### config.mk
export PLATFORM = sky130hd
export DESIGN_NAME = usb_periph_top
export DESIGN_NICKNAME = d
export VERILOG_FILES = /design/src/usb_fn_pkg.sv /design/src/usb_reg_pkg.sv /design/src/usb_apb_regs.sv /design/src/usb_ctrl.sv /design/src/usb_disk_ram.sv /design/src/usb_fifo.sv /design/src/usb_periph_top.sv
export VERILOG_INCLUDE_DIRS = /design/src
export SDC_FILE = /design/constraint.sdc
export NUM_CORES = 2
export LEC_CHECK = 0
export BUFFER_PORTS_ARGS = -buffer_cell sky130_fd_sc_hd__clkbuf_2
export CORE_ASPECT_RATIO = 0.9
export CORE_MARGIN = 3
export CORE_UTILIZATION = 45
export DETAILED_ROUTE_END_ITERATION = 7
export RECOVER_POWER = 25
export SYNTH_ARGS = -nofsm -noshare
export SYNTH_HDL_FRONTEND = slang
export SYNTH_HIERARCHICAL = 1
export SYNTH_SLANG_ARGS = --single-unit
export TNS_END_PERCENT = 1
### constraint.sdc
create_clock -name clk_i -period 3.4 [get_ports clk_i]
set_input_delay 0.17 -clock clk_i [delete_from_list [all_inputs] [get_ports clk_i]]
set_output_delay 0.17 -clock clk_i [all_outputs]
set_load 0.1 [all_outputs]
### src/usb_defines.svh
`ifndef USB_DEFINES_SVH
`define USB_DEFINES_SVH

`define USB_RX_DEPTH       8    // receive fifo entries
`define USB_TX_DEPTH       8    // transmit fifo entries
`define USB_DISK_BYTES     256
`define USB_DISK_AW        8    // log2 of disk size
`define USB_DISK_DW        8
`define USB_CONNECT_CYCLES 16   // function reset length before connect
`define USB_APB_AW         4
`define USB_APB_DW         32
`define USB_RX_W           8    // one byte per receive unit
`define USB_TX_W           16   // keyboard report or audio sample

`endif

### src/usb_fn_pkg.sv
`include "usb_defines.svh"

package usb_fn_pkg;

   // function codes as written to CCR[2:0]
   typedef enum logic [2:0] {
      FN_RESET    = 3'd0,   // idle
      FN_AUDIO    = 3'd1,
      FN_CAMERA   = 3'd2,
      FN_DISK     = 3'd3,
      FN_KEYBOARD = 3'd4,
      FN_SERIAL   = 3'd5,
      FN_SERIAL2  = 3'd6,
      FN_RESET2   = 3'd7    // second idle code
   } usb_fn_e;

   // function to cpu, one byte
   typedef logic [`USB_RX_W-1:0] rx_payload_t;

   // cpu to function; serial only looks at the low byte
   typedef logic [`USB_TX_W-1:0] tx_payload_t;

endpackage

### src/usb_reg_pkg.sv
`include "usb_defines.svh"

package usb_reg_pkg;

   // byte offsets on the apb bus
   typedef enum logic [`USB_APB_AW-1:0] {
      REG_CCR = 4'd0,    // function select
      REG_RDR = 4'd4,    // receive data, read pops
      REG_TDR = 4'd8,    // transmit data, write pushes
      REG_STA = 4'd12    // status
   } usb_reg_e;

   // status register bits
   localparam int STA_CONNECTED = 0;
   localparam int STA_RX_VALID  = 1;
   localparam int STA_TX_FULL   = 2;

endpackage
### src/usb_apb_regs.sv
`timescale 1ns/1ps
`include "usb_defines.svh"

module usb_apb_regs
   import usb_fn_pkg::*;
   import usb_reg_pkg::*;
(
   input  logic                   clk_i,
   input  logic                   rst_i,
   input  logic                   psel_i,
   input  logic                   penable_i,
   input  logic                   pwrite_i,
   input  logic [`USB_APB_AW-1:0] paddr_i,
   input  logic [`USB_APB_DW-1:0] pwdata_i,
   output logic [`USB_APB_DW-1:0] prdata_o,
   output logic                   pready_o,
   output logic                   pslverr_o,
   input  logic                   connected_i,
   input  logic                   rx_valid_i,
   input  rx_payload_t            rx_data_i,
   output logic                   rx_pop_o,
   input  logic                   tx_full_i,
   output logic                   tx_push_o,
   output tx_payload_t            tx_data_o,
   output logic                   sel_wr_o,
   output usb_fn_e                sel_code_o
);

   usb_reg_e reg_sel;
   logic     setup_q;      // previous cycle was a setup phase
   logic     access;
   logic     mapped;

   always_ff @(posedge clk_i) begin
      if (rst_i) setup_q <= 1'b0;
      else       setup_q <= psel_i && !penable_i;
   end

   // only a genuine setup->access pair counts, one strobe per transfer
   assign access  = psel_i && penable_i && setup_q;
   assign reg_sel = usb_reg_e'(paddr_i);
   assign mapped  = (reg_sel == REG_CCR) || (reg_sel == REG_RDR) ||
                    (reg_sel == REG_TDR) || (reg_sel == REG_STA);

   assign sel_wr_o   = access && pwrite_i && (reg_sel == REG_CCR);
   assign sel_code_o = usb_fn_e'(pwdata_i[2:0]);

   assign tx_data_o  = pwdata_i[`USB_TX_W-1:0];
   assign tx_push_o  = access && pwrite_i && (reg_sel == REG_TDR) && !tx_full_i;

   // empty read does not pop
   assign rx_pop_o   = access && !pwrite_i && (reg_sel == REG_RDR) && rx_valid_i;

   assign pready_o   = 1'b1;   // no wait states
   assign pslverr_o  = access && (!mapped ||
                                  (pwrite_i && (reg_sel == REG_TDR) && tx_full_i));

   // read mux, zero outside a read access
   always_comb begin
      prdata_o = '0;
      if (access && !pwrite_i) begin
         case (reg_sel)
            REG_RDR: begin
               if (rx_valid_i)
                  prdata_o[`USB_RX_W-1:0] = rx_data_i;
            end
            REG_STA: begin
               prdata_o[STA_CONNECTED] = connected_i;
               prdata_o[STA_RX_VALID]  = rx_valid_i;
               prdata_o[STA_TX_FULL]   = tx_full_i;
            end
            default: prdata_o = '0;   // ccr and tdr read as zero
         endcase
      end
   end

endmodule

### src/usb_ctrl.sv
`timescale 1ns/1ps
`include "usb_defines.svh"

module usb_ctrl
   import usb_fn_pkg::*;
(
   input  logic    clk_i,
   input  logic    rst_i,
   input  logic    sel_wr_i,      // ccr write strobe
   input  usb_fn_e sel_code_i,
   output usb_fn_e fn_sel_o,
   output logic    fn_rst_o,
   output logic    connected_o,
   output logic    usb_dp_pull_o,
   output logic    flush_o
);

   localparam int CNT_W = $clog2(`USB_CONNECT_CYCLES + 1);

   usb_fn_e            fn_sel_q;
   logic [CNT_W-1:0]   rst_cnt_q;   // cycles of function reset left
   logic               idle_code;

   always_ff @(posedge clk_i) begin
      if (rst_i) begin
         fn_sel_q  <= FN_RESET;
         rst_cnt_q <= '0;
      end else if (sel_wr_i) begin
         fn_sel_q  <= sel_code_i;
         rst_cnt_q <= CNT_W'(`USB_CONNECT_CYCLES); // restart reconnect sequence
      end else if (rst_cnt_q != '0) begin
         rst_cnt_q <= rst_cnt_q - 1'b1;
      end
   end

   // codes 0 and 7 park the device, never connect
   assign idle_code = (fn_sel_q == FN_RESET) || (fn_sel_q == FN_RESET2);

   assign fn_sel_o  = fn_sel_q;
   assign fn_rst_o  = (rst_cnt_q != '0);

   // connect on the cycle after the reset window closes
   assign connected_o   = !fn_rst_o && !idle_code;
   assign usb_dp_pull_o = connected_o;

   // flush takes effect on the same edge that loads the new code
   assign flush_o = sel_wr_i;

endmodule

### src/usb_disk_ram.sv
`timescale 1ns/1ps
`include "usb_defines.svh"

module usb_disk_ram (
   input  logic                    clk_i,
   input  logic [`USB_DISK_AW-1:0] addr_i,
   input  logic                    wen_i,
   input  logic                    en_i,     // disk selected and connected
   input  logic [`USB_DISK_DW-1:0] wdata_i,
   output logic [`USB_DISK_DW-1:0] rdata_o
);

   logic [`USB_DISK_DW-1:0] mem [`USB_DISK_BYTES];

   initial begin
      for (int i = 0; i < `USB_DISK_BYTES; i++)
         mem[i] = '0;
   end

   always_ff @(posedge clk_i) begin
      if (wen_i && en_i)
         mem[addr_i] <= wdata_i;
      rdata_o <= mem[addr_i];   // read before write
   end

endmodule

### src/usb_fifo.sv
`timescale 1ns/1ps

module usb_fifo #(
   parameter type T     = logic [7:0],
   parameter int  DEPTH = 8
) (
   input  logic clk_i,
   input  logic rst_i,
   input  logic flush_i,
   input  logic push_i,
   input  T     data_i,
   input  logic pop_i,
   output T     data_o,
   output logic empty_o,
   output logic full_o
);

   localparam int AW = (DEPTH > 1) ? $clog2(DEPTH) : 1;

   T                mem [DEPTH];
   logic [AW-1:0]   wr_ptr_q;
   logic [AW-1:0]   rd_ptr_q;
   logic [AW:0]     count_q;
   logic            push_ok;
   logic            pop_ok;

   assign push_ok = push_i && !full_o;   // push to full dropped
   assign pop_ok  = pop_i && !empty_o;

   always_ff @(posedge clk_i) begin
      if (rst_i || flush_i) begin
         wr_ptr_q <= '0;
         rd_ptr_q <= '0;
         count_q  <= '0;
      end else begin
         if (push_ok)
            wr_ptr_q <= (wr_ptr_q == AW'(DEPTH - 1)) ? '0 : wr_ptr_q + 1'b1;
         if (pop_ok)
            rd_ptr_q <= (rd_ptr_q == AW'(DEPTH - 1)) ? '0 : rd_ptr_q + 1'b1;
         count_q <= count_q + (AW + 1)'(push_ok) - (AW + 1)'(pop_ok);
      end
   end

   always_ff @(posedge clk_i) begin
      if (push_ok) mem[wr_ptr_q] <= data_i;
   end

   assign data_o  = mem[rd_ptr_q];   // show-ahead head
   assign empty_o = (count_q == '0);
   assign full_o  = (count_q == (AW + 1)'(DEPTH));

endmodule

### src/usb_periph_top.sv
`timescale 1ns/1ps
`include "usb_defines.svh"

module usb_periph_top
   import usb_fn_pkg::*;
(
   input  logic                    clk_i,
   input  logic                    rst_i,
   input  logic                    psel_i,
   input  logic                    penable_i,
   input  logic                    pwrite_i,
   input  logic [`USB_APB_AW-1:0]  paddr_i,
   input  logic [`USB_APB_DW-1:0]  pwdata_i,
   output logic [`USB_APB_DW-1:0]  prdata_o,
   output logic                    pready_o,
   output logic                    pslverr_o,
   output logic                    usb_dp_pull_o,
   output usb_fn_e                 fn_sel_o,
   output logic                    fn_rst_o,
   input  logic                    fn_rx_valid_i,
   input  rx_payload_t             fn_rx_data_i,
   output logic                    fn_rx_ready_o,
   output logic                    fn_tx_valid_o,
   output tx_payload_t             fn_tx_data_o,
   input  logic                    fn_tx_ready_i,
   input  logic [`USB_DISK_AW-1:0] disk_addr_i,
   input  logic                    disk_wen_i,
   input  logic [`USB_DISK_DW-1:0] disk_wdata_i,
   output logic [`USB_DISK_DW-1:0] disk_rdata_o
);

   logic        connected, flush;
   logic        sel_wr;
   usb_fn_e     sel_code;
   logic        rx_pop, rx_empty, rx_full;
   rx_payload_t rx_head;
   logic        tx_push, tx_empty, tx_full;
   tx_payload_t tx_wdata;
   logic        disk_en;

   usb_ctrl u_ctrl (
      .clk_i, .rst_i,
      .sel_wr_i(sel_wr), .sel_code_i(sel_code),
      .fn_sel_o, .fn_rst_o, .connected_o(connected),
      .usb_dp_pull_o, .flush_o(flush)
   );

   usb_apb_regs u_regs (
      .clk_i, .rst_i,
      .psel_i, .penable_i, .pwrite_i, .paddr_i, .pwdata_i,
      .prdata_o, .pready_o, .pslverr_o,
      .connected_i(connected),
      .rx_valid_i(!rx_empty), .rx_data_i(rx_head), .rx_pop_o(rx_pop),
      .tx_full_i(tx_full), .tx_push_o(tx_push), .tx_data_o(tx_wdata),
      .sel_wr_o(sel_wr), .sel_code_o(sel_code)
   );

   // handshakes only open while the function is connected
   assign fn_rx_ready_o = connected && !rx_full;
   assign fn_tx_valid_o = connected && !tx_empty;

   usb_fifo #(.T(rx_payload_t), .DEPTH(`USB_RX_DEPTH)) u_rx_fifo (
      .clk_i, .rst_i, .flush_i(flush),
      .push_i(fn_rx_valid_i && fn_rx_ready_o), .data_i(fn_rx_data_i),
      .pop_i(rx_pop), .data_o(rx_head),
      .empty_o(rx_empty), .full_o(rx_full)
   );

   usb_fifo #(.T(tx_payload_t), .DEPTH(`USB_TX_DEPTH)) u_tx_fifo (
      .clk_i, .rst_i, .flush_i(flush),
      .push_i(tx_push), .data_i(tx_wdata),
      .pop_i(fn_tx_valid_o && fn_tx_ready_i), .data_o(fn_tx_data_o),
      .empty_o(tx_empty), .full_o(tx_full)
   );

   assign disk_en = connected && (fn_sel_o == FN_DISK);

   usb_disk_ram u_disk_ram (
      .clk_i,
      .addr_i(disk_addr_i), .wen_i(disk_wen_i), .en_i(disk_en),
      .wdata_i(disk_wdata_i), .rdata_o(disk_rdata_o)
   );

endmodule

==> Word-level counts from Yosys, hierarchy flattened <==
Memory sizes are Yosys's and may differ from the RTL's. A register that Yosys moved wholly into a read port is not among the register bits.
Cells that the tools add are included.
Widths: inputs -> output; s select.
{ "word_totals": {"reg_bits": 29, "ram_bits": 2240, "input_bits": 68, "output_inout_bits": 65, "elab_cells": 99, "n_memories": 3} }
{ "op_classes": {"add_sub_neg": 9, "n_eq_ne": 11, "n_mux": 20, "n_reduce_logical": 46} }
{ "mem_list": {"columns": ["memory", "depth", "width", "read_ports", "rd_ports_with_merged_regs", "wr", "line", "rtl"], "rows": [
  ["u_disk_ram.mem", 256, 8, 1, 1, 1, "usb_disk_ram.sv:13", "logic [`USB_DISK_DW-1:0] mem [`USB_DISK_BYTES];"],
  ["u_tx_fifo.mem", 8, 16, 1, 1, 1, "usb_fifo.sv:20", "T mem [DEPTH];"],
  ["u_rx_fifo.mem", 8, 8, 1, 1, 1, "usb_fifo.sv:20", null]
]} }
{ "ops": {"columns": ["operator", "n"], "rows": [
  ["$logic_and 1x1->1", 24],
  ["$mux 3", 8],
  ["$eq 4x4->1 const B", 4],
  ["$mux 8", 2],
  ["$eq 3x3->1 const B", 5],
  ["$mux 5", 3],
  ["$add 3x1->3 const B", 4],
  ["$logic_not 4->1", 3],
  ["$logic_not 1->1", 9],
  ["$add 4x1->4", 2],
  ["$sub 4x1->4", 2],
  ["$logic_or 1x1->1", 6],
  ["$mux 1", 6],
  ["$pmux 3 s2", 1],
  ["$reduce_bool 5->1", 1],
  ["$sub 5x1->5 const B", 1],
  ["$eq 4x3->1 const B", 1],
  ["$eq 3x2->1 const B", 1],
  ["$logic_not 3->1", 1],
  ["$reduce_bool 2->1", 1],
  ["$reduce_or 2->1", 1]
]} }

==> Logic depth before layout (Yosys ltp) <==
{ "logic_depth": {"depth_word": 9, "depth_mapped": 16, "depth_no_buf": 16} }

==> Hierarchy <==
Netlist, hierarchy kept.
{ "modules_own_cells": {"columns": ["mod", "n_inst", "cells_each", "area_each_um2", "seq_area_each_um2"], "rows": [
  ["usb_disk_ram", 1, 3525, 78283.8, 61659.1],
  ["usb_fifo (u_tx_fifo)", 1, 266, 5607.9, 4103.9],
  ["usb_fifo (u_rx_fifo)", 1, 173, 3175.5, 2182.1],
  ["usb_apb_regs", 1, 79, 618.1, 20.0],
  ["usb_ctrl", 1, 39, 359.1, 160.2],
  ["usb_periph_top", 1, 6, 43.8, 0.0]
]} }

==> Least setup slack after synthesis <==
No wires, ideal clock.
{ "synth_timing": {"path_type": "register -> register", "startpoint": "reg u_ctrl.rst_cnt_q[0]", "endpoint": "mem u_disk_ram/mem[105][0] in the netlist's numbering (enable)", "setup_time_ns": 0.370, "t_arrival_ns": 3.229, "slack_ns": -0.199, "path_stages_with_launch": 12, "path_buffers": 2, "path_cell_list": "dfxtp_1 -> inv_1 -> ha_1 -> or4b_1 -> buf_2 -> nor3_1 -> and4b_1 -> nand2_1 -> nor3b_1 -> nand2_1 -> clkbuf_1 -> nor2_1"} }
{ "synth_via": {"elab_chain_cells": 7} }
{ "synth_rtl": {"columns": ["element", "line", "rtl"], "rows": [
  ["start: declaration", "usb_ctrl.sv:21", "logic [CNT_W-1:0] rst_cnt_q;"],
  ["start signal: assignment", "usb_ctrl.sv:30", "rst_cnt_q <= CNT_W'(`USB_CONNECT_CYCLES);"],
  ["start signal: assignment", "usb_ctrl.sv:32", "rst_cnt_q <= rst_cnt_q - 1'b1;"],
  ["$reduce_bool 5->1", "usb_ctrl.sv:40", "assign fn_rst_o = (rst_cnt_q != '0);"],
  ["named net fn_rst_o", "usb_periph_top.sv:19", "output logic fn_rst_o,"],
  ["$logic_not 1->1", "usb_ctrl.sv:43", "assign connected_o = !fn_rst_o && !idle_code;"],
  ["$logic_and 1x1->1", "usb_ctrl.sv:43", null],
  ["named net connected", "usb_periph_top.sv:32", "logic connected, flush;"],
  ["$logic_and 1x1->1", "usb_periph_top.sv:76", "assign disk_en = connected && (fn_sel_o == FN_DISK);"],
  ["named net disk_en", "usb_periph_top.sv:39", "logic disk_en;"],
  ["$logic_and 1x1->1", "usb_disk_ram.sv:21", "if (wen_i && en_i)"],
  ["$mux 1", "usb_disk_ram.sv:21", null],
  ["$mux 1 (implied by the code)", "usb_disk_ram.sv:22", "mem[addr_i] <= wdata_i;"],
  ["end: declaration", "usb_disk_ram.sv:13", null]
]} }
The timed path passes the listed nets, and every way through them passes these cells.

==> flow_metrics.py <==
metrics = {
    "synth": {
        "synth_area_leader_cell": "edfxtp_1",
        "yosys_warnings": 6,
        "synthCells": 4088,
        "synth_area_leaders": "edfxtp_1 76%, mux4_2 13%, a22oi_1 2.2%, mux4_1 1.2%, nor2_1 1.2%",
        "async_reset_ff_share_pct": 0,
        "synth-edff-count": 2240,
        "yosysMostFrequentCell": "edfxtp_1",
        "avgSynthCellArea_um2": 21.5,
        "synth_seq_cells": 2283,
        "synth_top_area_share_pct": 76.4,
        "ys_top_cells_by_count": "2,240 x edfxtp_1, 519 x mux4_2, 282 x nor2_1",
        "synth-main-ff-cell": "edfxtp_1",
        "synth_area_um2": 88100,
        "synth_cell_types": 52,
        "seq_area_frac_synth_pct": 77.3,
    },
    "route": {
        "highest_layer": "met4",
        "wl_per_cell_um": 28.1,
        "dr_wl_met2_mm": 101,
        "drt-initial-drc-count": 4696,
        "drc": 0,
        "vias": 43355,
        "firstDrtPassIters": 5,
        "wl_met3_mm": 15.4,
        "wl_mm": 210,
        "met1_length_mm": 89.4,
        "ant_nets": 0,
        "vias_per_cell": 5.79,
    },
    "die": {
        "io_pins": 133,
        "dieArea_um2": 201000,
        "die_h_um": 426,
        "initial_core_util_pct": 45.4,
        "coreArea_um2": 194000,
        "floorplan.rows": 153,
        "fp.dieW_um": 472,
    },
    "clocking": {
        "cts_root_buffer": "clkbuf_16",
        "clkTransAtPathRegs_ns": 0.06,
        "clk_path_buf_depth": 3,
        "htree_levels": 4,
        "clk-insertion-delay-late_ns": 0.86,
        "cts_setup_buffers": 0,
        "cts_tree": "done",
        "numCtsBuffers": 221,
        "clock-sinks": 2283,
    },
    "hold_path": {
        "hold_class": "in -> reg",
    },
    "grt": {
        "grt_pass1_vias": 44045,
        "grt-ovfl-total": 0,
        "gr-usage-all-layers_pct": 21.0,
        "grt_max_degree": 144,
        "antenna_found_initial": 8,
        "grt_pass1_wl_mm": 307,
    },
    "timing": {
        "hold_violations": 0,
        "hold-worst-slack_ns": 0.120,
        "drv_slew": 851,
        "min_period_ns": 3.21,
        "post-route-period-util_pct": 94.3,
        "tightest_slew_ns": 3.24,
        "fmax_mhz": 312,
        "final.setup_skew_ns": 0.0319,
        "max_slew_margin_pct": -116,
        "setup_violations": 0,
    },
    "pwr": {
        "clockPowerShare_pct": 41.5,
        "pwr-share-comb_pct": 5.1,
        "pwr-share-seq_pct": 53.4,
        "netSwitchingFraction_pct": 21.6,
        "power.density_nw_per_um2": 560,
        "leakagePower_uw": 0.0329,
        "ir_drop_mv": 0.461,
        "finalPower_uw": 57900,
        "p_sw_uw": 12500,
        "internal_power_uw": 45400,
    },
    "finish": {
        "fin_nets": 4828,
        "area_growth_pct": 17.5,
        "drive_gt1_share_pct": 33.1,
        "fillers": 14895,
        "utilization_pct": 53.4,
    },
    "outcome": {
        "violations": "max-capacitance violations, max-slew violations",
        "status": "complete, but fails checks",
    },
    "critical_path": {
        "cp-start-kind": "flip-flop",
        "crit_required_ns": 3.23,
        "critPathArrivalTime_ns": 3.04,
        "crit_type": "reg -> out",
        "cp-end-kind": "primary output",
        "crit_fanout": 17,
    },
    "place": {
        "post-dp-hpwl_mm": 130,
        "gp_routability_congestion": 0.805,
        "numPortBuffers": 91,
    },
    "flow_run": {
        "maxCapViolCount": 8,
    },
}
worst max-delay path, cell delays in order (launching register included):
cell,delay [ns]
dfxtp_2,0.67
buf_12,0.25
mux4_1,0.58
mux2_2,0.29
clkbuf_2,0.37
flip-flops by register name (all words and copies together) (netlist names), named ones only:
signal / flops
u_ctrl/rst_cnt_q: 5
u_tx_fifo/count_q: 4
u_rx_fifo/rd_ptr_q: 3
u_tx_fifo/mem: 128
u_rx_fifo/count_q: 4
u_rx_fifo/wr_ptr_q: 3
u_ctrl/fn_sel_o: 3
u_rx_fifo/mem: 64
u_regs/setup_q: 1
u_disk_ram/rdata_o: 8
u_tx_fifo/wr_ptr_q: 3
u_tx_fifo/rd_ptr_q: 3
u_disk_ram/mem: 2048
per-layer routing:
metal | track usage (%) | vias up
li1 | - | 18435
met1 | 31.1 | 23122
met2 | 33.1 | 1531
met3 | 3.38 | 267
met4 | 4.96 | 0
met5 | 0 | -
worst paths after layout:
kind | cells past startpoint | from | slack, ns | endpoint
setup / recovery | 4 | flip-flop | 0.19 | fn_tx_data_o[9]
hold / removal | 7 | pwrite_i | 0.12 | u_tx_fifo/wr_ptr_q[0]
setup reg to reg | 12 | u_ctrl/rst_cnt_q[0] | 0.22 | u_disk_ram/mem[129][5]
hold reg to reg | 2 | u_ctrl/rst_cnt_q[4] | 0.51 | u_ctrl/rst_cnt_q[4]
power by group through the flow:
stage	sequential [uW]	clock, uW	combinational [uW]
after floorplan	31600	0	1550
after global placement	31500	0	2920
after detailed placement	31500	0	2960
after CTS	30900	24500	3000
after global routing	31000	25700	3130
final	31000	24000	2950
area by class of cell:
class	instances	area (um^2)	area share, %
well taps	2557	3200	3.09
repair buffers	695	6130	5.92
clock buffers	265	5780	5.58
inverters	26	97.6	0.0943
diodes	1	2.50	0.00242
clock inverters	145	1370	1.33
multi-input cells	1510	18800	18.2
flip-flops and latches	2283	68100	65.8
kinds of logic (layout without fill, tap and decap cells):
| group | after synthesis | count (layout) | synth area share, % |
|---|---|---|---|
| AOI/OAI and AO/OA | 434 | 434 | 3.37 |
| xor gates and xnor gates | 5 | 5 | 0.0497 |
| adders and majority gates | 23 | 23 | 0.344 |
| buffers and inverters | 318 | 1131 | 1.80 |
| DFF | 2283 | 2283 | 77.3 |
| muxes | 595 | 595 | 14.9 |
| other | 2 | 26 | 0.00853 |
| and+or+nand+nor | 428 | 428 | 2.17 |
layout by cell type (no fill, tap or decap), types with 24 or more instances in the layout:
master and count:
nor2_2 83, edfxtp_1 2240, mux2_2 24, mux4_1 41, clkinv_2 55, o41ai_1 32
clkbuf_2 66, a22oi_1 256, nand2_1 39, inv_1 26, mux4_2 519, dlygate4sd3_1 45
clkbuf_16 223, buf_4 473, clkbuf_1 63, dfxtp_1 42, clkinv_1 42, nor2_1 197
a21oi_1 132, conb_1 25, buf_12 83
timing repair:
| item | in CTS | in global routing |
|---|---|---|
| gates resized for setup | 0 | 6 |
| setup endpoints to repair | 0 | 46 |
| hold buffers | 45 | 0 |
| endpoints found under the hold margin | 908 | 0 |
per-stage QoR:
step	area, um^2	instances	setup TNS, ns	setup slack (ns)
after floorplan	88400	4111	-29.05	-0.0542
after global placement	96000	7026	0	0.0883
after detailed placement	96000	7026	0	0.0873
after CTS	104000	7481	0	0.0733
after global routing	104000	7481	-0.0248	-0.0248
final	104000	7482	0	0.193
(Power assumes the default switching activity.)
